**src/rtl/filter_pkg.sv**
```systemverilog
// filter package: RGB565 pixel, channel, window and kernel weight types
package filter_pkg;

	// channel widths of an RGB565 pixel
	localparam int RED_W = 5;
	localparam int GREEN_W = 6;
	localparam int BLUE_W = 5;

	typedef logic [RED_W-1:0] red_t;
	typedef logic [GREEN_W-1:0] green_t;
	typedef logic [BLUE_W-1:0] blue_t;

	// red in the top bits, blue in the bottom bits
	typedef struct packed {
		red_t red;
		green_t green;
		blue_t blue;
	} pixel_t;

	// up to 1024 pixels per line
	typedef logic [9:0] column_t;
	typedef logic [9:0] row_t;

	// line store indices, 0..2
	typedef struct packed {
		logic [1:0] oldest;
		logic [1:0] middle;
		logic [1:0] newest;
	} row_order_t;

	// vertical slice of the window, top row first
	typedef struct packed {
		pixel_t top;
		pixel_t mid;
		pixel_t bottom;
	} pixel_column_t;

	// signed kernel weight
	typedef logic signed [7:0] weight_t;

endpackage

```
**src/rtl/row_rotation_fsm.sv**
```systemverilog
// row rotation FSM: one-hot ring over the three line stores and the row order they give
`timescale 1ns/1ps

module row_rotation_fsm (
	input logic clk,
	input logic reset,
	input logic pixel_valid,
	input logic line_end,
	input logic start_of_frame,
	output logic [2:0] write_select,
	output filter_pkg::row_order_t row_order
);

	logic [2:0] state_q;

	// first pixel of a frame always goes to store 0
	assign write_select = start_of_frame ? 3'b001 : state_q;

	always_ff @(posedge clk or posedge reset) begin
		if (reset) begin
			state_q <= 3'b001;
		end else if (pixel_valid) begin
			// next line goes to the next store in the ring
			state_q <= line_end ? {write_select[1:0], write_select[2]} : write_select;
		end
	end

	// store k is written, k-1 holds the previous line, k+1 the one before it
	always_comb begin
		case (write_select)
			3'b010: begin
				row_order.oldest = 2'd2;
				row_order.middle = 2'd0;
				row_order.newest = 2'd1;
			end
			3'b100: begin
				row_order.oldest = 2'd0;
				row_order.middle = 2'd1;
				row_order.newest = 2'd2;
			end
			default: begin
				row_order.oldest = 2'd1;
				row_order.middle = 2'd2;
				row_order.newest = 2'd0;
			end
		endcase
	end

	write_select_onehot: assert property (@(posedge clk) disable iff (reset)
		$onehot(write_select));

endmodule

```
**config.mk**
```make
export PLATFORM = sky130hd
export DESIGN_NAME = row_rotation_fsm
export DESIGN_NICKNAME = d
export VERILOG_FILES = /design/src/rtl/filter_pkg.sv /design/src/rtl/row_rotation_fsm.sv
export SDC_FILE = /design/constraint.sdc
export NUM_CORES = 1
export LEC_CHECK = 0
export BUFFER_PORTS_ARGS = -buffer_cell sky130_fd_sc_hd__buf_2
export CAP_MARGIN = 20
export CORE_AREA = 5 5 42 44
export CTS_CLUSTER_DIAMETER = 120
export DETAILED_ROUTE_END_ITERATION = 8
export DIE_AREA = 0 0 47 49
export REMOVE_ABC_BUFFERS = 1
export SYNTH_ARGS = -nofsm -noshare
export SYNTH_HDL_FRONTEND = slang
export SYNTH_SLANG_ARGS = --single-unit
```
**constraint.sdc**
```tcl
create_clock -name clk -period 1.4 [get_ports clk]
set_input_delay 0.28 -clock clk [delete_from_list [all_inputs] [get_ports clk]]
set_output_delay 0.28 -clock clk [all_outputs]
set_load 0.02 [all_outputs]
```
# After elaboration in Yosys (flattened, before gate mapping)
# Cells that the tools add are included.
# op_classes
shifts	0
div_mod_pow	0
bitwise	0
magnitude_cmp	0
n_reduce_logical	0
addsub	0
mux	3
n_mul	0
eq_ne	2
# op_table
op	n
one-hot mux 6 bit (2 select lines)	1
2-to-1 mux 3 bit	2
equality test 3 x 2 -> 1 bit, second input constant	1
equality test 3 bit, second input constant	1
# word_totals
latchBits	0
wordCells	6
mem_count	0
romBits	0
regBits	3
ram_bits	0

# Logic depth before layout (Yosys ltp)
# depth
word_depth	3
mapped_depth	3
mapped_depth_nobuf	2

# Worst setup path after synthesis
# Ideal clock, no wire load.
# synth_timing
kind	register to output
startpoint	register state_q[0]
endpoint	output row_order[5] (netlist bit)
n_path_buf	1
stages_incl_launch_ff	4
setup_slack_ns	-0.173
arrival_ns	1.293
cell_sequence	dfstp_2 or2_1 nor3b_2 buf_4
# synth_lines
element	line_no	rtl
start, declared	row_rotation_fsm.sv:14	logic [2:0] state_q;
start signal, assigned	row_rotation_fsm.sv:24	state_q <= line_end ? {write_select[1:0], write_select[2]} : write_select;
end, declared	row_rotation_fsm.sv:11	output filter_pkg::row_order_t row_order

==> impl_metrics.tcl <==
set metrics [dict create \
    status "finished with violations" \
    violations "setup timing" \
    portBuffers 13 \
    detailed_place_hpwl_um 420 \
    clkTransAtPathRegs_ns 0.04 \
    place_ws_ns 0.0944 \
    startpoint_type "flip-flop" \
    synth_warnings 0 \
    viasPerCell 4.24 \
    core_region_area_mm2 0.00140 \
    maxSlewViolCount 0 \
    largest_register_ffs 3 \
    fillCellCount 164 \
    worstHoldPathType "input port to flip-flop" \
    worstSetupPathType "flip-flop to output port" \
    globalRouteOverflowTotal 0 \
    utilization 0.266 \
    clk_latency_ns 0.23 \
    multi_input_area_um2 128 \
    final_common_cell "buf_2" \
    rows 14 \
    drc 0 \
    grt_max_degree 8 \
    wl_per_cell_um 9.83 \
    clock-sinks 3 \
    area_delta_synth_final_pct 66.5 \
    fmax_mhz 685 \
    worst_pin_slew_ns 0.238 \
    cts_made_buffers 3 \
    postPlaceCellArea_um2 287 \
    period_share 1.04 \
    cpLargestDelayFamily "simple AND/OR/NAND/NOR gates" \
    path_max_fanout 3 \
    grt_use_total 0.0600 \
    antenna_found_initial 0 \
    n_antenna_cell 0 \
    p_leak_uw 0.000190 \
    final_cell_mix "9 x buf_2, 6 x buf_4, 3 x nand2b_1, 3 x inv_1, 3 x clkbuf_4" \
    stdcell_area_um2 373 \
    final.min_clock_period_ns 1.46 \
    top_regs "state_q: 3 flops" \
    synth_area_leaders "dfrtp_1 22%, dfstp_2 12%, buf_4 10%, nand2b_1 8.4%, nor3b_2 5.6%" \
    ir_drop_mv 0.202 \
    start_util 0.160 \
    ant_nets 0 \
    max_stage_delay_ns 0.36 \
    p_per_area_mw_per_mm2 1090 \
    synth_cell_type_count 17 \
    netlist_area_um2 224 \
    crit_arrival_ns 1.18 \
    finalSetupViolCount 4 \
    critical_path.slowest_cell "dfstp_2" \
    die_h_um 49 \
    synthCells 25 \
    rsz0062_at_grt "true" \
    cp_data_required_time_ns 1.12 \
    fp.dieW_um 47 \
    clockBufferDepth 2 \
    dr.pass1.iters 2 \
    tns_ns -0.184 \
    critPathBufInv 1 \
    ys_seq_elements 3 \
    grt_pass1_vias 235 \
    end_kind "output port" \
    fin_ws_ns -0.0593 \
    first_iter_violations 2 \
    crit_chain "or2_4, nor3b_4, buf_4" \
    synth_top_area_share 0.223 \
    regArea_um2 76.3 \
    fin_nets 49 \
    slew_headroom 0.841 \
    power.total_uw 407 \
    syn_area_per_cell_um2 8.96 \
    yosysSeqAreaShare 0.341 \
    drive_gt1_frac 0.535 \
    htreeDepth 1 \
    grt_pass1_wl_um 917 \
    cts_tree "built" \
    root_buffer "clkbuf_4" \
    max_cap_viol_count 0 \
    dieArea_mm2 0.00230 \
    finalHoldViolations 0 \
    finalWirelength_um 580 \
    fin_skew_ns 0.00148 \
    largest-register "state_q" \
    io_pins 14 \
    yosys.area.top_type "dfrtp_1" \
    gp_congestion 0.633 \
    routed-via-count 250 \
]
## layer usage
metal | up-vias | share of wire | global-route usage
li1 | 121 | - | -
met1 | 118 | 0.33 | 0.0532
met2 | 11 | 0.54 | 0.0905
met3 | 0 | 0.12 | 0.0332
met4 | 0 | 0 | 0.0553
met5 | - | 0 | 0
## final cells by class
type,instances,share of cell area
Timing Repair Buffer,17,0.299
Inverter,3,0.0302
Tap cell,16,0.0537
Clock buffer,4,0.0705
Multi-Input combinational cell,16,0.342
Sequential cell,3,0.205
## synthesized netlist by cell type
cell type and count:
dfrtp_1 2, or2_1 1, nand3_1 2, a32oi_1 1, inv_1 3, o211ai_1 1
o221ai_1 1, dfstp_2 1, buf_4 3, nor2b_1 1, nor3b_2 1, xor2_1 1
or2b_1 1, nor3_1 1, nand2b_1 3, or3b_1 1, o21ai_0 1
## final timing paths
kind | start | endpoint | slack (ns) | cells after the start
max | state_q[0] | row_order[0] | -0.06 | 3
min | pixel_valid | state_q[0] | 0.28 | 2
max reg2reg | state_q[1] | state_q[1] | 0.41 | 2
min reg2reg | state_q[0] | state_q[0] | 0.60 | 3
max in group asynchronous | reset | state_q[0] | 0.75 | 3
min in group asynchronous | reset | state_q[2] | 0.45 | 3
## what timing repair did
action / CTS / global route
hold endpoints to repair: 2 / 0
hold buffers: 1 / 0
pin swaps: 2 / 1
setup buffers: 3 / 0
setup endpoints to repair: 6 / 6
resized for setup: 7 / 1
## power by group
| part | leakage [uW] | total, uW | switching (uW) | internal, uW |
|---|---|---|---|---|
| clock network | 0.0000150 | 154 | 47.0 | 107 |
| logic | 0.000139 | 135 | 67.6 | 67.8 |
| registers | 0.0000357 | 118 | 15.9 | 102 |
| total | 0.000190 | 407 | 130 | 277 |
## worst register-to-register path, delay by kind of cell, from the launching register on
kind | cells | cell delay, ns
and+or+nand+nor | 2 | 0.46
DFF | 1 | 0.46
## cell families (layout without fill, tap and decap cells)
logic type | Yosys count | in the layout | synth area share
xor gates and xnor gates | 1 | 1 | 0.0391
and+or+nand+nor | 11 | 11 | 0.335
DFF | 3 | 3 | 0.341
AOI/OAI and AO/OA | 4 | 4 | 0.134
buffers and inverters | 6 | 24 | 0.151
## through the flow
stage	std cells	hold WS, ns
finish	59	0.279
global route	59	0.286
CTS	59	0.267
detailed placement	51	0.149
global placement	51	0.146
floorplan	22	0.0329
Note: power is estimated with default switching activity, not from simulation.
