<file path="src/rtl/filter_pkg.sv">
// filter package: RGB565 pixel, channel, window and kernel weight types
package filter_pkg;

	// channel widths of an RGB565 pixel
	localparam int RED_W = 5;
	localparam int GREEN_W = 6;
	localparam int BLUE_W = 5;

	typedef logic [RED_W-1:0] red_t;
	typedef logic [GREEN_W-1:0] green_t;
	typedef logic [BLUE_W-1:0] blue_t;

	// red in the top bits, blue in the bottom bits
	typedef struct packed {
		red_t red;
		green_t green;
		blue_t blue;
	} pixel_t;

	// up to 1024 pixels per line
	typedef logic [9:0] column_t;
	typedef logic [9:0] row_t;

	// line store indices, 0..2
	typedef struct packed {
		logic [1:0] oldest;
		logic [1:0] middle;
		logic [1:0] newest;
	} row_order_t;

	// vertical slice of the window, top row first
	typedef struct packed {
		pixel_t top;
		pixel_t mid;
		pixel_t bottom;
	} pixel_column_t;

	// signed kernel weight
	typedef logic signed [7:0] weight_t;

endpackage

</file>
<file path="src/rtl/window_assembler.sv">
// window assembler: orders the stored rows and shifts columns into the 3x3 window
`timescale 1ns/1ps

module window_assembler (
	input logic clk,
	input logic reset,
	input logic shift,
	input filter_pkg::pixel_t stored [3],
	input filter_pkg::pixel_t current,
	input filter_pkg::row_order_t row_order,
	output filter_pkg::pixel_column_t window [3]
);
	import filter_pkg::*;

	logic shift_q;
	row_order_t order_q;
	pixel_column_t incoming;

	// store read data arrives one cycle after the pixel
	// so the shift and the row order wait one cycle too
	always_ff @(posedge clk or posedge reset) begin
		if (reset) begin
			shift_q <= 1'b0;
			order_q <= '0;
		end else begin
			shift_q <= shift;
			if (shift) begin
				order_q <= row_order;
			end
		end
	end

	// two lines back on top, current pixel at the bottom
	always_comb begin
		incoming.top = stored[order_q.oldest];
		incoming.mid = stored[order_q.middle];
		incoming.bottom = current;
	end

	// index 0 is the left column, new column enters at the right
	always_ff @(posedge clk) begin
		if (shift_q) begin
			window[0] <= window[1];
			window[1] <= window[2];
			window[2] <= incoming;
		end
	end

endmodule

</file>
<file path="config.mk">
export PLATFORM = sky130hd
export DESIGN_NAME = window_assembler
export DESIGN_NICKNAME = d
export VERILOG_FILES = /design/src/rtl/filter_pkg.sv /design/src/rtl/window_assembler.sv
export SDC_FILE = /design/constraint.sdc
export NUM_CORES = 1
export LEC_CHECK = 0
export BUFFER_PORTS_ARGS = -buffer_cell sky130_fd_sc_hd__buf_2
export CORE_ASPECT_RATIO = 0.5
export CORE_MARGIN = 1
export CORE_UTILIZATION = 48
export DETAILED_ROUTE_END_ITERATION = 8
export PLACE_DENSITY = 0.83
export SYNTH_ARGS = -nofsm -noshare
export SYNTH_HDL_FRONTEND = slang
export SYNTH_SLANG_ARGS = --single-unit
</file>
<file path="constraint.sdc">
create_clock -name clk -period 11 [get_ports clk]
set_input_delay 1.1 -clock clk [delete_from_list [all_inputs] [get_ports clk]]
set_output_delay 1.1 -clock clk [all_outputs]
set_load 0.01 [all_outputs]
</file>
* Word level (Yosys, flattened, before mapping)
Index checks and enable logic that the tools add are counted.
** Cells by class
- Bitwise logic cells :: 2
- Multiplexer cells :: 6
- $lt $le $gt $ge :: 2
** Operators by type and width (number)
- 16-bit binary-select mux with 2-bit select :: 2
- 16-bit 2-to-1 mux :: 4
- 3-bit greater-or-equal comparator, second input constant :: 2
- 2-bit NOT with 3-bit output :: 2
** Storage, ports and cells
- Register bits :: 149
- Word-level logic and storage cells :: 40
- Output and inout port bits :: 144
- Input bits :: 73

* Longest topological paths before layout
- Word-level depth :: 4
- Mapped depth :: 5
- Gate-level depth less buffers :: 2

* Least setup slack after synthesis
No wires, ideal clock.
- Kind :: register to register
- Start :: register shift_q
- End :: register window[0] in the netlist's numbering, enable pin
- Cell stages (with the launch flop) :: 1
- Arrival :: 3.210 ns
- Required time :: 10.496 ns
- Buffers on the path :: 0
- Clock period less this slack :: 3.714 ns
- Setup time :: 0.504 ns
- Setup slack :: 7.286 ns
- Cell sequence :: dfrtp_1
** RTL lines
- start: declaration :: line window_assembler.sv:15 : logic shift_q;
- start signal: assignment :: line window_assembler.sv:26 : shift_q <= shift;
- end: declaration :: line window_assembler.sv:11 : output filter_pkg::pixel_column_t window [3]
No word-level cell between the ends.

* Worst setup path in the final report
- Start :: register shift_q
- End :: register window[80] in the netlist's numbering, enable pin
No word-level cell between the ends.

==> summary.md <==
| Metric | Value |
|---|---|
| Accumulated negative setup slack | `0 ps` |
| HPWL after detailed placement | `7880 um` |
| Setup WS post-layout | `8690 ps` |
| Ratio of total power to cell area | `201 nW/um^2` |
| Post-route clock skew | `7.94 ps` |
| Number of pins exceeding their max-slew limit in the final report | `0` |
| Nets | `532` |
| Netlist Area Pre-Place | `5410 um^2` |
| Instance count of the mapped netlist | `233` |
| Clock transition at the register clock pins on the worst setup and hold paths after CTS | `60 ps` |
| WL/cell | `18.1 um` |
| Cell type of the slowest stage on the worst timing path | `dfrtp_4` |
| Post-placement worst setup slack | `8700 ps` |
| Number of unique standard cell types used by synthesis | `14` |
| Final weighted congestion of routability-driven global placement | `0.757` |
| Worst hold slack | `434 ps` |
| Start-to-end type of the worst setup path | `reg2reg` |
| Floorplan die area | `11700 um^2` |
| Core area | `10600 um^2` |
| Violations in the final reports | `design-rule violations` |
| Sequence of cells on the critical path | `buf_4` |
| Mean post-synth cell area | `23.2 um^2` |
| Clock insertion delay at the later pin of the skew report | `410 ps` |
| Crit path arrival time | `2330 ps` |
| CTS hold repair buffers | `0` |
| TritonCTS Buffers | `17` |
| Time the final worst path needs with I/O delays and setup | `2310 ps` |
| TritonCTS clock tree | `built` |
| Layout cells sized above 1 | `58.5%` |
| Total wirelength of the detailed-routed design | `11100 um` |
| Worst min-delay path category | `reg2reg` |
| Bufs on Longest Clock Path | `2` |
| Total routing usage reported by global routing | `19.4%` |
| Warnings, synthesis | `0` |
| Total number of clock tree sinks | `149` |
| First-pass detailed-route iteration total | `7` |
| Initial core utilization | `51.2%` |
| Largest stage delay on the critical path | `980 ps` |
| DRC violation count after routing | `18` |
| # diodes | `0` |
| Fin. Hold Viols | `0` |
| Std-Cell Rows | `26` |
| Maximum number of pins on one net before global-route repair | `76` |
| Overall die width | `152 um` |
| Max-slew headroom | `39.0%` |
| Sum of overflow across all layers after global routing | `0` |
| Most frequent cells in the layout | `buf_2 (214), edfxtp_1 (144), mux2i_1 (32)` |
| Buf/Inv on CP | `1` |
| Worst Setup End Kind | `flip-flop` |
| Status | `finished with violations` |
| Final ANT Viol Nets | `0` |
| CTS-repair resized insts | `0` |
| Core occupancy in the finished layout | `67.8%` |
| Highest ir drop seen on vdd | `0.115 mV` |
| Number of H-tree branching levels | `4` |
| Clk root buf | `clkbuf_16` |
| Cell family with most CP delay | `flip-flops` |
| Sequential element share of the synthesized area | `82.3%` |
| Worst slew pin tran | `915 ps` |
| First-pass GRT wire length | `16800 um` |
| Number of max-cap violations | `0` |
| Setup repair bufs after CTS | `0` |
| Ports placed on the boundary | `217` |
| Largest driver fanout on the critical path | `75` |
| Fill cell count | `712` |
| Share of the clock period used by the worst path after layout | `21.0%` |
| Count of port buffers added during placement | `214` |
| Via count of the first global-routing pass | `3140` |
| Number of failing setup endpoints in the final timing report | `0` |
| Antenna violations before repair | `0` |
| Leakage power figure | `2.97 nW` |
| Most common cell after layout, fill and taps aside | `buf_2` |
| Number of violations reported at the end of detailed-routing iteration 0 | `187` |
| Setup repair after global routing missed its margin | `no` |
| Total Power Consumption | `1.44 mW` |
| Syn nets | `306` |
| Overall die height | `77.1 um` |
| Seq cells post-synth | `149` |
| Critical Path RT | `11030 ps` |
| Maximum clock frequency | `434 MHz` |
| Signed area change from the synthesized netlist to the final layout | `32.6%` |
| Avg Vias per Cell | `5.06` |
| Launching element type of the critical path | `flip-flop` |
| DR vias | `3099` |
==> cell type report <==
| class | instances | area (um^2) | share of cell area, % |
|---|---|---|---|
| multi-input combinational | 71 | 800 | 11.1 |
| inverter | 1 | 3.75 | 0.0523 |
| timing repair buffer | 219 | 1110 | 15.5 |
| clock buffer | 19 | 433 | 6.04 |
| sequential | 149 | 4450 | 62.1 |
| clock inverter | 13 | 198 | 2.76 |
| tap | 140 | 175 | 2.44 |
==> synthesized netlist by cell type <==
master	instances	share of area [%]
buf_6	5	1.0
mux2i_1	32	5.9
dfrtp_1	5	2.3
o22ai_1	1	0.12
edfxtp_1	144	80
buf_8	2	0.56
o2bb2ai_1	11	1.8
inv_1	1	0.069
o2bb2ai_2	20	5.6
buf_2	2	0.19
buf_12	3	1.1
nor2b_4	2	0.51
nand2_1	1	0.069
mux2_2	4	0.83
==> cell families after synthesis <==
| logic type | count (synthesis) | synth area share (%) |
|---|---|---|
| flops | 149 | 82.3 |
| mux | 36 | 6.75 |
| compound gates | 32 | 7.45 |
| buf+inv | 13 | 2.96 |
| simple gates | 3 | 0.578 |
==> path summary, 6_finish.rpt <==
kind	startpoint	end	slack, ps	depth (start not counted)
worst min-delay path	window[48]$_DFFE_PP_	window[96]$_DFFE_PP_	430	0
min in group asynchronous	reset	order_q[3]$_DFFE_PP0P_	580	2
worst min register to register	window[48]$_DFFE_PP_	window[96]$_DFFE_PP_	430	0
max in group asynchronous	reset	shift_q$_DFF_PP0_	10230	2
worst max-delay path	shift_q$_DFF_PP0_	window[80]$_DFFE_PP_	8690	1
worst max register to register	shift_q$_DFF_PP0_	window[80]$_DFFE_PP_	8690	1
==> flip-flops by register name, indices dropped and copies added, names as in the netlist <==
name / flops
order_q: 4
shift_q: 1
window: 144
==> metrics by stage <==
| step | instance area (um^2) | instances |
|---|---|---|
| 2_1_floorplan | 5410 | 233 |
| 3_3_place_gp | 6540 | 580 |
| 3_5_place_dp | 6540 | 580 |
| 4_1_cts | 7170 | 612 |
| 5_1_grt | 7170 | 612 |
| 6_report | 7170 | 612 |
==> routing by layer <==
metal	up-vias	wire length [um]	global-route usage (%)
li1	1404	-	-
met1	1555	4320	21.6
met2	116	6000	34.8
met3	24	527	5.60
met4	0	247	9.18
met5	-	0	0
==> report_power, final <==
part	total [mW]	leakage, nW	switching, mW	internal [mW]
registers	0.699	1.48	0.0231	0.676
logic	0.133	1.19	0.0758	0.0568
clock network	0.609	0.297	0.224	0.384
total	1.44	2.97	0.323	1.12
Note: power is estimated with default switching activity, not from simulation.
