<file path="src/rtl/filter_pkg.sv">
// filter package: RGB565 pixel, channel, window and kernel weight types
package filter_pkg;

	// channel widths of an RGB565 pixel
	localparam int RED_W = 5;
	localparam int GREEN_W = 6;
	localparam int BLUE_W = 5;

	typedef logic [RED_W-1:0] red_t;
	typedef logic [GREEN_W-1:0] green_t;
	typedef logic [BLUE_W-1:0] blue_t;

	// red in the top bits, blue in the bottom bits
	typedef struct packed {
		red_t red;
		green_t green;
		blue_t blue;
	} pixel_t;

	// up to 1024 pixels per line
	typedef logic [9:0] column_t;
	typedef logic [9:0] row_t;

	// line store indices, 0..2
	typedef struct packed {
		logic [1:0] oldest;
		logic [1:0] middle;
		logic [1:0] newest;
	} row_order_t;

	// vertical slice of the window, top row first
	typedef struct packed {
		pixel_t top;
		pixel_t mid;
		pixel_t bottom;
	} pixel_column_t;

	// signed kernel weight
	typedef logic signed [7:0] weight_t;

endpackage

</file>
<file path="src/rtl/pixel_position_counter.sv">
// pixel position counter: column and row of the incoming pixel, line end and window full flags
`timescale 1ns/1ps

module pixel_position_counter #(
	parameter int LINE_WIDTH = 720
) (
	input logic clk,
	input logic reset,
	input logic pixel_valid,
	input logic start_of_frame,
	output filter_pkg::column_t column,
	output logic line_end,
	output logic window_full
);
	import filter_pkg::*;

	column_t col_q;
	row_t row_q;
	row_t row;
	row_t row_next;

	// start of frame forces the current pixel to column 0, row 0
	assign column = start_of_frame ? '0 : col_q;
	assign row = start_of_frame ? '0 : row_q;

	assign line_end = (column == column_t'(LINE_WIDTH - 1));

	// centre of the window is one row up and one column left
	assign window_full = (row >= row_t'(2)) && (column >= column_t'(2));

	// rows only matter up to 2, so saturate there
	assign row_next = (line_end && (row < row_t'(2))) ? row + row_t'(1) : row;

	always_ff @(posedge clk or posedge reset) begin
		if (reset) begin
			col_q <= '0;
			row_q <= '0;
		end else if (pixel_valid) begin
			row_q <= row_next;
			if (line_end) begin
				col_q <= '0;
			end else begin
				col_q <= column + column_t'(1);
			end
		end
	end

	// wrap must happen before the line store runs out of entries
	column_in_range: assert property (@(posedge clk) disable iff (reset)
		col_q < column_t'(LINE_WIDTH));

endmodule

</file>
<file path="config.mk">
export PLATFORM = sky130hd
export DESIGN_NAME = pixel_position_counter
export DESIGN_NICKNAME = d
export VERILOG_FILES = /design/src/rtl/filter_pkg.sv /design/src/rtl/pixel_position_counter.sv
export SDC_FILE = /design/constraint.sdc
export NUM_CORES = 1
export LEC_CHECK = 0
export BUFFER_PORTS_ARGS = -buffer_cell sky130_fd_sc_hd__buf_2
export CELL_PAD_IN_SITES_DETAIL_PLACEMENT = 0
export CELL_PAD_IN_SITES_GLOBAL_PLACEMENT = 1
export CORE_ASPECT_RATIO = 1.1
export CORE_UTILIZATION = 45
export CTS_BUF_LIST = sky130_fd_sc_hd__clkbuf_8
export DETAILED_ROUTE_END_ITERATION = 6
export PLACE_DENSITY = 0.91
export SLEW_MARGIN = 20
export SYNTH_ARGS = -nofsm -noshare
export SYNTH_HDL_FRONTEND = slang
export SYNTH_SLANG_ARGS = --single-unit
export TNS_END_PERCENT = 30
</file>
<file path="constraint.sdc">
create_clock -name clk -period 2.1 [get_ports clk]
set_input_delay 0.315 -clock clk [delete_from_list [all_inputs] [get_ports clk]]
set_output_delay 0.315 -clock clk [all_outputs]
set_load 0.01 [all_outputs]
</file>
# After elaboration in Yosys (flattened, before gate mapping)
# Index checks and enable logic that the tools add are counted.
[op_classes] eq_ne=1 magnitude_cmp=3 muxes=4 n_addsub=2 n_reduce_logical=2
[ops] op="two-way mux 10 bit" count=4
[ops] op="adder 10 x 1 -> 10 bit, second input constant" count=2
[ops] op=">= comparator 10 x 2 -> 1 bit, second input constant" count=2
[ops] op="equality test 10 bit, second input constant" count=1
[ops] op="< comparator 10 x 2 -> 1 bit, second input constant" count=1
[ops] op="logical AND 1 bit" count=2
[totals] output_inout_bits=12 word_cells=14 register_bits=20

# Longest topological paths before layout
[logic_depth] ltp_word=4 mapped_depth=9 mapped_depth_nobuf=7

# Least setup slack after synthesis
# No wires, ideal clock.
[synth_timing] path_type="input to register" startpoint="input port start_of_frame" endpoint="register row_q[0]" t_arrival_ps=1953 path_stages=8 path_slack_ps=23 cell_sequence="clkbuf_1 -> nor2b_1 -> ha_1 -> nand4_1 -> and4bb_2 -> buf_2 -> a21oi_1 -> a211o_1"
[synth_between] elab_chain_cells=4 elab_cells_between_ends=7
[synth_rtl] item="start, declared" line="pixel_position_counter.sv:10" source="input logic start_of_frame,"
[synth_rtl] item="two-way mux 10 bit" line="pixel_position_counter.sv:23" source="assign column = start_of_frame ? '0 : col_q;"
[synth_rtl] item="net column[1]" line="pixel_position_counter.sv:11" source="output filter_pkg::column_t column,"
[synth_rtl] item="equality test 10 bit" line="pixel_position_counter.sv:26" source="assign line_end = (column == column_t'(LINE_WIDTH - 1));"
[synth_rtl] item="net line_end" line="pixel_position_counter.sv:12" source="output logic line_end,"
[synth_rtl] item="logical AND 1 bit" line="pixel_position_counter.sv:32" source="assign row_next = (line_end && (row < row_t'(2))) ? row + row_t'(1) : row;"
[synth_rtl] item="two-way mux 10 bit" line="pixel_position_counter.sv:32"
[synth_rtl] item="end signal, assigned" line="pixel_position_counter.sv:39" source="row_q <= row_next;"
[synth_rtl] item="end, declared" line="pixel_position_counter.sv:18" source="row_t row_q;"
# The timed path passes the listed nets, and every way through them passes these cells.
# A chain may end at the register's enable or synchronous reset.

# Worst setup path in the final report
[layout_timing] startpoint="register row_q[4]" endpoint="output port window_full"
[layout_between] elab_chain_cells=3
[layout_rtl] item="two-way mux 10 bit" line="pixel_position_counter.sv:24" source="assign row = start_of_frame ? '0 : row_q;"
[layout_rtl] item=">= comparator 10 x 2 -> 1 bit" line="pixel_position_counter.sv:29" source="assign window_full = (row >= row_t'(2)) && (column >= column_t'(2));"
[layout_rtl] item="logical AND 1 bit" line="pixel_position_counter.sv:29"
[layout_rtl] item="end, declared" line="pixel_position_counter.sv:13" source="output logic window_full"
# Every way passes these cells.

==> results.py <==
metrics = {
    "pwr": {
        "ir_worst_vdd_v": 0.000513,
        "p_per_area_nw_per_um2": 674,
        "leakage_nw": 0.699,
        "clockPowerShare_pct": 42.3,
        "combPwrFrac_pct": 11.0,
        "p_total_uw": 900,
        "p_int_uw": 695,
        "p_sw_uw": 206,
        "p_sw_share_pct": 22.8,
        "seqPwrFrac_pct": 46.8,
    },
    "timing": {
        "fin_ws_ps": -18.3,
        "setup_viol": 1,
        "clock_skew_ps": 1.87,
        "max_freq_ghz": 0.472,
        "hold_violations": 0,
        "worstMarginPinSlew_ps": 780,
        "fin_setup_tns_ps": -18.3,
        "finalCriticalPeriod_ps": 2120,
        "drv_slew": 0,
        "period_share_pct": 101,
        "rsz0062_at_grt": "true",
        "max_slew_margin_pct": 48.0,
    },
    "synth": {
        "avgSynthCellArea_um2": 9.53,
        "synth_ff_type": "dfrtp_1",
        "synthTopCellsByArea": "dfrtp_1 (44%), ha_1 (4.4%), nor2b_1 (4.4%)",
        "yosys.area_share.simple_pct": 30.7,
        "synth.distinct_cells": 34,
        "ys_warn_count": 0,
        "synth_top_area_cell": "dfrtp_1",
        "synth_edf_count": 0,
        "synth_xor_area_share_pct": 0,
        "synthTopCellsByCount": "dfrtp_1 (20), nand2_1 (10), nor2_1 (8), nor2b_1 (8), o21ai_0 (7)",
        "synth_top_area_share_pct": 44.5,
        "netlist_area_um2": 1120,
        "synthMuxAreaShare_pct": 1.78,
        "synth-seq-cells": 20,
        "ys_seq_area_share_pct": 44.5,
        "synth_compound_area_share_pct": 14.8,
        "synth_nets": 126,
        "async_flop_share_pct": 100,
        "synthAdderAreaFrac_pct": 4.45,
        "synth_most_common_cell": "dfrtp_1",
        "synth_top_family_by_area": "simple AND/OR/NAND/NOR gates",
        "synthCells": 118,
    },
    "route": {
        "vias_per_cell": 5.70,
        "antenna_left": 0,
        "dr_wl_met3_um": 109,
        "highest_layer": "met4",
        "drt_iter0_markers": 35,
        "wl_met2_um": 1140,
        "wl_met1_um": 1270,
        "wire_per_inst_um": 15.3,
        "drcViolationCount": 0,
        "drtPass1Iterations": 4,
        "vias": 946,
        "routed_wirelength_um": 2530,
    },
    "critical_path": {
        "crit_start": "row_q[4]",
        "r2r_slack_ps": 220,
        "endpoint": "window_full",
        "worstPathMaxFanout": 3,
        "worstPathRequired_ps": 1780,
        "path_class": "register to output pin",
        "critPathArrivalTime_ps": 1800,
        "crit_path_start_kind": "register",
        "reg2reg_depth": 8,
        "r2r-start": "col_q[0]",
        "r2r_end": "row_q[0]",
        "worstSetupEndpointType": "output pin",
    },
    "clock_tree": {
        "clock_path_buffers": 2,
        "h-tree-depth": 1,
        "clock_sink_count": 20,
        "cts_root_buf": "clkbuf_8",
        "path_clk_slew_ps": 70,
        "cts_inserted_buffers": 3,
        "hold_buffers": 0,
        "cts_tree": "yes",
        "clock_latency_ps": 250,
    },
    "hold_path": {
        "hp-class": "input pin to asynchronous set/reset pin",
    },
    "placement": {
        "portBuffers": 15,
        "place_congestion": 0.781,
        "hpwl_um": 1670,
    },
    "global_routing": {
        "grt_pass1_vias": 875,
        "antenna_found_initial": 0,
        "grt-ovfl-total": 0,
        "grt.total_usage_pct": 20.4,
        "grt_pass1_wl_um": 4110,
        "grt_max_degree": 26,
    },
    "outcome": {
        "failed_checks": "negative setup slack",
        "outcome": "complete, but fails checks",
    },
    "job": {
        "maxCapViolations": 0,
    },
    "finish": {
        "n_fill_cell": 223,
        "drive_gt1_share_pct": 24.3,
        "syn_to_final_growth_pct": 18.7,
        "antennaDiodeCount": 0,
        "final_nets": 145,
    },
    "die": {
        "rows": 18,
        "top_level_ports": 16,
        "die_w_um": 49.7,
        "die_h_um": 54.4,
        "die_area_um2": 2700,
        "coreArea_um2": 2300,
        "start_util_pct": 49.0,
    },
}
-- area by class of cell --
class                   count  area, µm²  area share [%]
clock inverters             1       30.0            2.25
well taps                  30       37.5            2.81
inverters                   6       22.5            1.69
multi-input cells          87        598            44.8
clock buffers               3       41.3            3.09
repair buffers             19        105            7.87
flip-flops and latches     20        500            37.5
-- worst min path at each step --
stage | from | end | slack (ps) | cells after the start
final | reset | row_q[6] | 190 | 2
after floorplan | reset | col_q[0] | 280 | 1
after global routing | reset | row_q[5] | 270 | 2
after detailed placement | row_q[3] | row_q[3] | 470 | 1
after global placement | row_q[3] | row_q[3] | 460 | 1
after CTS | reset | col_q[9] | 220 | 2
-- worst max-delay path, stage by stage, from the launching register on --
cell	delay (ps)
dfrtp_1	380
or4_4	550
nor4_4	200
nor2_2	70
o22a_1	200
buf_2	140
-- flip-flops by register name (all words and copies together), names as in the netlist --
name and flops:
row_q 10, col_q 10
-- kinds of logic (layout without fill, tap and decap cells) --
| kind of cell | after synthesis | in the layout |
|---|---|---|
| buf+inv | 11 | 29 |
| fa+ha+maj | 4 | 4 |
| simple gates | 57 | 57 |
| mux | 2 | 2 |
| flops | 20 | 20 |
| compound gates | 24 | 24 |
-- per-layer routing --
layer | GRT usage [%] | up-vias
met4 | 6.19 | 0
met3 | 3.61 | 4
met2 | 33.1 | 29
met1 | 28.1 | 460
li1 | - | 453
met5 | 0 | -
-- cell usage in the layout, fill, tap and decap left out --
master     netlist  final
dfrtp_1         20     20
buf_2            1     15
nand2_1         10     10
nor2b_1          8      7
nor2_1           8      7
o21ai_0          7      7
inv_1            6      6
and2_1           6      6
nand2b_1         4      4
nand3_1          4      4
buf_4            0      4
nor3_1           3      3
and4b_1          3      3
a31oi_1          3      3
o2bb2ai_1        3      3
o31ai_1          3      3
ha_1             4      3
clkbuf_8         0      3
mux2i_1          2      2
a31o_2           2      2
a22o_1           2      2
nand3b_1         2      2
nand4_1          1      1
and4bb_4         0      1
and3_1           1      1
o22ai_1          1      1
or4_4            1      1
or3_1            1      1
nor4_4           1      1
a21oi_1          1      1
and3_2           1      1
a211o_1          1      1
nor2_2           0      1
and2_2           1      1
nor2b_4          0      1
nor4_1           1      1
o22a_1           1      1
ha_2             0      1
bufinv_16        0      1
-- metrics by stage --
step	std cells	utilization (%)	setup slack [ps]	area [µm²]	hold WS, ps
after floorplan	118	-	22.9	1120	279
after global placement	160	53.6	166	1230	461
after detailed placement	160	53.6	105	1230	472
after CTS	166	57.7	-31.5	1330	215
after global routing	166	58.1	-88.6	1340	267
final	166	58.1	-18.3	1340	190
-- repair_timing --
| action | CTS | global route |
|---|---|---|
| endpoints found under the setup margin | 2 | 2 |
| buffers inserted | 2 | 0 |
| gates resized for setup | 2 | 3 |
| pin swaps | 2 | 0 |
-- power by group through the flow --
stage | registers [mW] | logic, mW | clock network (mW)
after floorplan | 0.421 | 0.0686 | 0
after global placement | 0.426 | 0.0924 | 0
after detailed placement | 0.427 | 0.0945 | 0
after CTS | 0.419 | 0.0960 | 0.391
after global routing | 0.422 | 0.112 | 0.406
final | 0.421 | 0.0989 | 0.381
Power figures use the tool's default switching activity.
