File: src/rtl/filter_pkg.sv
// filter package: RGB565 pixel, channel, window and kernel weight types
package filter_pkg;

	// channel widths of an RGB565 pixel
	localparam int RED_W = 5;
	localparam int GREEN_W = 6;
	localparam int BLUE_W = 5;

	typedef logic [RED_W-1:0] red_t;
	typedef logic [GREEN_W-1:0] green_t;
	typedef logic [BLUE_W-1:0] blue_t;

	// red in the top bits, blue in the bottom bits
	typedef struct packed {
		red_t red;
		green_t green;
		blue_t blue;
	} pixel_t;

	// up to 1024 pixels per line
	typedef logic [9:0] column_t;
	typedef logic [9:0] row_t;

	// line store indices, 0..2
	typedef struct packed {
		logic [1:0] oldest;
		logic [1:0] middle;
		logic [1:0] newest;
	} row_order_t;

	// vertical slice of the window, top row first
	typedef struct packed {
		pixel_t top;
		pixel_t mid;
		pixel_t bottom;
	} pixel_column_t;

	// signed kernel weight
	typedef logic signed [7:0] weight_t;

endpackage

File: src/rtl/channel_convolver.sv
// channel convolver: weighted 3x3 sum for one colour channel, wrapped and registered
`timescale 1ns/1ps

module channel_convolver #(
	parameter type chan_t = logic [4:0],
	parameter filter_pkg::weight_t W_CORNER = 0,
	parameter filter_pkg::weight_t W_EDGE = 1,
	parameter filter_pkg::weight_t W_CENTER = -4
) (
	input logic clk,
	input logic reset,
	input logic in_valid,
	input logic window_full,
	input chan_t taps [9],
	output chan_t result,
	output logic out_valid
);
	import filter_pkg::*;

	// four taps times a weight, plus headroom for the sum of three terms
	localparam int ACC_W = $bits(chan_t) + $bits(weight_t) + 4;

	typedef logic signed [ACC_W-1:0] acc_t;

	acc_t corner_sum;
	acc_t edge_sum;
	acc_t centre_val;
	acc_t total;

	// taps row by row, 0 top left, 4 centre, 8 bottom right
	always_comb begin
		corner_sum = acc_t'(taps[0]) + acc_t'(taps[2]) + acc_t'(taps[6]) + acc_t'(taps[8]);
		edge_sum = acc_t'(taps[1]) + acc_t'(taps[3]) + acc_t'(taps[5]) + acc_t'(taps[7]);
		centre_val = acc_t'(taps[4]);
		total = acc_t'(W_CORNER) * corner_sum + acc_t'(W_EDGE) * edge_sum +
			acc_t'(W_CENTER) * centre_val;
	end

	always_ff @(posedge clk or posedge reset) begin
		if (reset) begin
			out_valid <= 1'b0;
		end else begin
			out_valid <= in_valid;
		end
	end

	// border windows give zero, the rest wraps to channel width
	always_ff @(posedge clk) begin
		if (in_valid) begin
			result <= window_full ? chan_t'(total) : '0;
		end
	end

endmodule

File: config.mk
export PLATFORM = sky130hd
export DESIGN_NAME = channel_convolver
export DESIGN_NICKNAME = d
export VERILOG_FILES = /design/src/rtl/filter_pkg.sv /design/src/rtl/channel_convolver.sv
export SDC_FILE = /design/constraint.sdc
export NUM_CORES = 1
export LEC_CHECK = 0
export BUFFER_PORTS_ARGS = -buffer_cell sky130_fd_sc_hd__buf_4
export CORE_MARGIN = 2
export CORE_UTILIZATION = 39
export DETAILED_ROUTE_END_ITERATION = 10
export GPL_TIMING_DRIVEN = 0
export PLACE_DENSITY = 0.83
export SLEW_MARGIN = 20
export SYNTH_ARGS = -nofsm -noshare
export SYNTH_HDL_FRONTEND = slang
export SYNTH_SLANG_ARGS = --single-unit
export TNS_END_PERCENT = 50
File: constraint.sdc
create_clock -name clk -period 1 [get_ports clk]
set_input_delay 0.2 -clock clk [delete_from_list [all_inputs] [get_ports clk]]
set_output_delay 0.2 -clock clk [all_outputs]
set_load 0.1 [all_outputs]
# After elaboration in Yosys (flattened, before gate mapping)
# Index checks and enable logic that the tools add are counted.
# totals
ff_bits	6
input_bits	49
output_inout_bits	6
wordCells	7
# classes
addsub	5
# ops
operator	count
adder 5 bit	4
negator 3 bit	1

# Longest topological paths before layout
# Gate-level depths: netlist of run 1.
# logic_depth
depth_word	4
ltp_mapped	12
ltp_nobuf	12

# Worst setup path after synthesis of run 1
# OpenSTA, ideal clock, no wires.
# synth_timing
path_type	input-to-reg
from	input port taps[7] (netlist bit)
to	register result[4] (netlist bit) (data pin)
setup_time_ns	0.255
t_arrival_ns	2.784
t_required_ns	0.745
setup_slack_ns	-2.039
path_stages	9
n_path_buf	0
cell_sequence	fa_1 fa_1 fa_1 ha_1 fa_1 xor2_1 xnor2_1 xnor2_1 and2_1
# synth_between
elab_chain_cells	2
# synth_rtl
element	line_no	rtl
from (decl)	channel_convolver.sv:14	input chan_t taps [9],
adder 5 bit	channel_convolver.sv:33	edge_sum = acc_t'(taps[1]) + acc_t'(taps[3]) + acc_t'(taps[5]) + acc_t'(taps[7]);
adder 5 bit	channel_convolver.sv:35	total = acc_t'(W_CORNER) * corner_sum + acc_t'(W_EDGE) * edge_sum +
to (signal assigned)	channel_convolver.sv:50	result <= window_full ? chan_t'(total) : '0;
to (decl)	channel_convolver.sv:15	output chan_t result,
# Every way passes these cells.
# A chain may end at the register's enable or synchronous reset.

# Worst setup path in the final report of run 1
# Same ends and word-level chain as after synthesis.

==> results of run 1 <==
==> per-stage QoR <==
step           total power, mW  util [%]  setup TNS, ps  cells  cell area, sq um
6_report                  1.73      66.8          -5380    105               995
5_1_grt                   1.87      66.8          -5720    105               995
4_1_cts                   1.68      64.7          -5660    105               963
3_5_place_dp              1.36      59.4          -7120    100               885
3_3_place_gp              1.33      59.4          -6930    100               885
2_1_floorplan             1.13         -          -6820     52               624
==> cells in the final DEF, fill, tap and decap left out <==
| cell | count |
|---|---|
| and2_1 | 2 |
| and2_4 | 3 |
| buf_4 | 22 |
| buf_6 | 9 |
| buf_8 | 1 |
| clkbuf_1 | 1 |
| clkbuf_4 | 3 |
| dfrtp_1 | 1 |
| dlygate4sd3_1 | 1 |
| edfxtp_1 | 5 |
| fa_1 | 9 |
| fa_2 | 1 |
| ha_1 | 2 |
| ha_4 | 2 |
| inv_1 | 14 |
| inv_2 | 3 |
| inv_4 | 1 |
| inv_8 | 1 |
| xnor2_1 | 5 |
| xnor3_1 | 1 |
| xor2_1 | 2 |
==> power by group <==
group | leakage [nW] | switching (mW) | total [mW] | internal [mW]
Sequential | 0.0598 | 0.0213 | 0.368 | 0.346
Clock | 0.0150 | 0.0736 | 0.224 | 0.150
Combinational | 0.428 | 0.648 | 1.14 | 0.493
==> state kept, by name, summed over array words and instances (netlist names) <==
| name | count |
|---|---|
| out_valid | 1 |
| result | 5 |
==> layout make-up <==
class,count,area (sq um)
multi-input combinational,27,400
inverter,19,81.3
sequential,6,175
fill,120,494
tap,16,20.0
timing repair buffer,33,292
clock buffer,4,26.3
==> cell families (layout without fill, tap and decap cells) <==
| family | after synthesis | count (layout) | synth area share [%] |
|---|---|---|---|
| and+or+nand+nor | 5 | 5 | 5.11 |
| buffers and inverters | 19 | 56 | 11.7 |
| adders and majority gates | 14 | 14 | 40.9 |
| DFF | 6 | 6 | 28.6 |
| xor gates and xnor gates | 8 | 8 | 13.7 |
==> what timing repair did <==
item | in CTS | in global routing
setup endpoints to repair | 11 | 11
endpoints found under the hold margin | 1 | 0
pin swaps | 6 | 7
hold buffers | 1 | 0
gates resized for setup | 13 | 7
==> metal layers <==
metal  vias to the layer above  GRT usage [%]  wire (microns)
li1                        221              -               -
met1                       219           13.0             300
met2                        22           27.6             674
met3                         0           3.33              88
met4                         0           5.45               0
met5                         -              0               0
==> worst max-delay path by stage <==
| stage | cells after the start | endpoint | slack (ps) |
|---|---|---|---|
| global placement | 10 | result[4] | -2140 |
| global route | 10 | result[4] | -1910 |
| floorplan | 9 | result[4] | -1990 |
| detailed placement | 10 | result[4] | -2180 |
| CTS | 10 | result[4] | -1860 |
| finish | 10 | result[4] | -1820 |
==> reports/metrics.yaml, run 1 <==
outcome: "finished with violations"
violations: "negative setup slack"
wire_per_inst_microns: 10.1
first_pass_iters: 3
areaGrowthSynthToFinish_pct: 62.6
fin_crit_ps: 2820
cts_root_buffer: "clkbuf_4"
grt_pass1_wl_mm: 1.92
drc: 0
grt_pass1_vias: 509
grt_max_degree: 7
syn_area_sq_um: 612
cpPeakStageDelay_ps: 540
hp-class: "primary input to register"
clk_path_buf_depth: 2
synth_area_per_cell_sq_um: 11.8
synthDominantAreaCellType: "fa_1"
antenna_found_initial: 0
setup_viol: 9
coreArea_sq_mm: 0.00149
cpMostUsedCell: "fa_1"
clk_pin_slew_ps: 40
clock.fmax_mhz: 355
numClockSinks: 6
drive_gt1_share_pct: 51.7
synthArstFlopShare_pct: 16.7
cts-buffers-inserted: 3
drv_cap: 0
cp.buffers_inverters: 1
ys_seq_area_share_pct: 28.6
tritoncts: "done"
slew_viol_final: 0
ys_warn_count: 0
cp_top_family: "adder cells"
ys_types: 9
place.port_buffers: 32
hold_start: "in_valid"
vias_per_cell: 4.40
ys_top_cells_by_count: "19 x inv_1, 10 x fa_1, 5 x and2_1, 5 x edfxtp_1, 5 x xnor2_1"
hold-worst-slack_ps: 136
synth_top_area_share_pct: 32.7
crit_arrival_ps: 2810
crit_path_start: "taps[7]"
fin_crit_sh_pct: 282
rsz0062_at_grt: "yes"
syn_nets: 115
p_per_area_mw_per_mm2: 1740
grt-ovfl-total: 0
cpMaxStageDelayCell: "fa_1"
nets: 153
synth_edf_count: 5
setup_slack_ps: -1820
insertedDiodeCount: 0
finalWeightedCongestion: 0.683
final-hold-violation-count: 0
ys_seq_elements: 6
drt-initial-drc-count: 3
p_leak_nw: 0.503
relSlewSlack_pct: 86.5
min_path_cells: 1
cp.required_ps: 980
die_area_sq_mm: 0.00190
endpoint_kind: "register"
yosysMostFrequentCell: "inv_1"
die_w_microns: 43.6
ios: 55
h-tree-depth: 1
critPathLaunchType: "primary input"
synthCells: 52
start_util_pct: 41.1
pre_cts_ws_ps: -2180
worstPathCellList: "buf_6 > fa_1 > fa_1 > fa_1 > ha_4 > fa_2 > xor2_1 > xnor2_1 > xnor2_1 > and2_1"
critical_path_class: "primary input to register"
min_to: "out_valid"
crit_fanout: 1
ir_drop_mv: 0.878
post_cts_buffers: 0
routed_wl_mm: 1.06
track_usage_pct: 13.8
synth_ff_type: "edfxtp_1"
place_hpwl_microns: 943
ant_nets: 0
synth_area_leaders: "fa_1 33%, edfxtp_1 25%, inv_1 12%, ha_1 8.2%, xnor2_1 7.2%"
die_h_microns: 43.6
placementRows: 14
tightest_slew_ps: 202
vias: 462
(Power assumes the default switching activity.)
==> inputs of run 2 (changes only) <==
- CAP_MARGIN: unset -> 20
- TNS_END_PERCENT: 50 -> 5
==> run 2 against run 1 <==
The run still ends with negative setup slack left. Global-route usage decreased by 0.78 points. Core utilization decreased by 2.6 points. Clock power up 8%. Sequential share of layout area up 0.71 points. Clock-buffer cell count did not move. Sequential power is essentially flat. Critical path depth is the same. Via count rose by 0.87%. Fmax down 0.20%. Sequential cell count is the same. Power shrank 3.7%. First-iteration DRC count fell by 67%. Critical endpoint unchanged. Largest power group unchanged.
==> reports/metrics.yaml, run 2 (same netlist as run 1, synthesis figures left out) <==
power_frac_clock_pct: 14.4  # +1.5 points
place_area_sq_um: 877  # -0.85%
coreArea_sq_mm: 0.00149  # unchanged
hold_start: "in_valid"
fin_crit_ps: 2830  # +5.64 ps
final_common_cell: "buf_4"
clock.fmax_mhz: 354  # -0.20%
setup_viol: 10  # +1
reg_top3: "result: 5 flops, out_valid: 1 flops"
grt_pass1_wl_mm: 1.77  # -7.6%
relSlewSlack_pct: 85.8  # -0.79 points
grt_max_degree: 7  # unchanged
critical_path_class: "primary input to register"
post_cts_buffers: 0  # unchanged
areaGrowthSynthToFinish_pct: 56.2
drive_gt1_share_pct: 47.2  # -4.5 points
drt-initial-drc-count: 1  # -2
tns_ps: -5530  # -151 ps
cts_root_buffer: "clkbuf_4"
outcome: "finished with violations"
final-hold-violation-count: 0  # unchanged
place.port_buffers: 32  # unchanged
finalWeightedCongestion: 0.627  # -8.2%
clk_pin_slew_ps: 40  # about the same
insertedDiodeCount: 0  # unchanged
wire_per_inst_microns: 9.73  # -3.9%
hold-worst-slack_ps: 127  # -9.82 ps
ant_nets: 0  # unchanged
internal-power_uw: 945  # -4.5%
h-tree-depth: 1  # unchanged
die_w_microns: 43.6  # unchanged
switching_share_pct: 43.3  # +0.45 points
p_per_area_mw_per_mm2: 1740  # +0.17%
routed_wl_mm: 1.02  # -3.9%
endpoint_kind: "register"
violations: "negative setup slack"
cp.required_ps: 990  # about the same
clk_path_buf_depth: 2  # unchanged
p_comb_share_pct: 63.5  # -2.4 points
pre_cts_ws_ps: -2160  # +16.3 ps
die_area_sq_mm: 0.00190  # unchanged
drc: 0  # unchanged
crit_path_start: "taps[27]"
final-seq-area_sq_um: 175  # unchanged
cts-buffers-inserted: 3  # unchanged
design_area_sq_um: 956  # -3.9%
setup_slack_ps: -1830  # -5.64 ps
seq_power_share_pct: 22.1  # +0.9 points
drv_cap: 0  # unchanged
start_util_pct: 41.1  # unchanged
vias: 466  # +0.87%
grt-ovfl-total: 0  # unchanged
fin_crit_sh_pct: 283  # +0.56 points
p_leak_nw: 0.499  # -0.72%
ios: 55  # unchanged
multiInputGateArea_sq_um: 375  # -6.3%
ir_drop_mv: 0.886  # +0.92%
track_usage_pct: 13.1  # -0.78 points
postLayoutCoreUtil_pct: 64.2  # -2.6 points
hp-class: "primary input to register"
rsz0062_at_grt: "yes"
grt_pass1_vias: 488  # -4.1%
nets: 153  # unchanged
crit_arrival_ps: 2820  # about the same
numClockSinks: 6  # unchanged
fillers: 123  # +2.5%
placementRows: 14  # unchanged
switchingPower_uw: 723  # -2.7%
tightest_slew_ps: 212  # +9.86 ps
vias_per_cell: 4.44  # +0.87%
tritoncts: "done"
first_pass_iters: 2  # -1
antenna_found_initial: 0  # unchanged
slew_viol_final: 0  # unchanged
largest_reg_flops: 5  # unchanged
die_h_microns: 43.6  # unchanged
critPathLaunchType: "primary input"
final_cell_mix: "23 x buf_4, 16 x inv_1, 9 x fa_1"
top_register: "result"
crit_fanout: 1  # unchanged
place_hpwl_microns: 958  # +1.6%
run 2: power by group through the flow:
stage          Combinational, mW  Sequential (mW)  Clock, mW
6_report                    1.06            0.368      0.241
5_1_grt                     1.15            0.371      0.270
4_1_cts                     1.05            0.370      0.252
3_5_place_dp                1.01            0.363          0
3_3_place_gp               0.970            0.359          0
2_1_floorplan              0.397            0.732          0
run 2: per-stage QoR:
stage / power [mW] / instances
3_3_place_gp: 1.33 / 100
2_1_floorplan: 1.13 / 52
4_1_cts: 1.68 / 105
3_5_place_dp: 1.37 / 100
5_1_grt: 1.79 / 105
6_report: 1.67 / 105
run 2: repair_timing:
action,4_1_cts,5_1_grt
pin swaps,7,4
setup endpoints to repair,11,11
hold buffers,1,0
resized for setup,9,6
hold endpoints to repair,1,0
run 2: metal layers:
metal / share of wire, % / global-route usage, % / up-vias
li1: - / - / 220
met1: 31 / 11.7 / 223
met2: 62 / 26.2 / 23
met3: 7.0 / 2.50 / 0
met4: 0 / 7.27 / 0
met5: 0 / 0 / -
run 2: layout make-up:
type | count | area share, %
timing repair buffer | 33 | 30.1
inverter | 19 | 7.46
sequential | 6 | 18.3
clock buffer | 4 | 2.75
multi-input combinational | 27 | 39.3
tap | 16 | 2.09
run 2: final timing paths:
check / endpoint / cells past startpoint / slack, ps
worst max-delay path: result[4] / 10 / -1830
worst min-delay path: out_valid / 1 / 130
max in group asynchronous: out_valid / 3 / 560
min in group asynchronous: out_valid / 3 / 350
run 2: critical path, cell delays in order:
cell     delay [ps]
buf_6            90
fa_1            550
fa_1            440
fa_1            470
ha_2            190
fa_2            330
xor2_1          150
xnor2_1         130
xnor2_1         120
and2_1          150
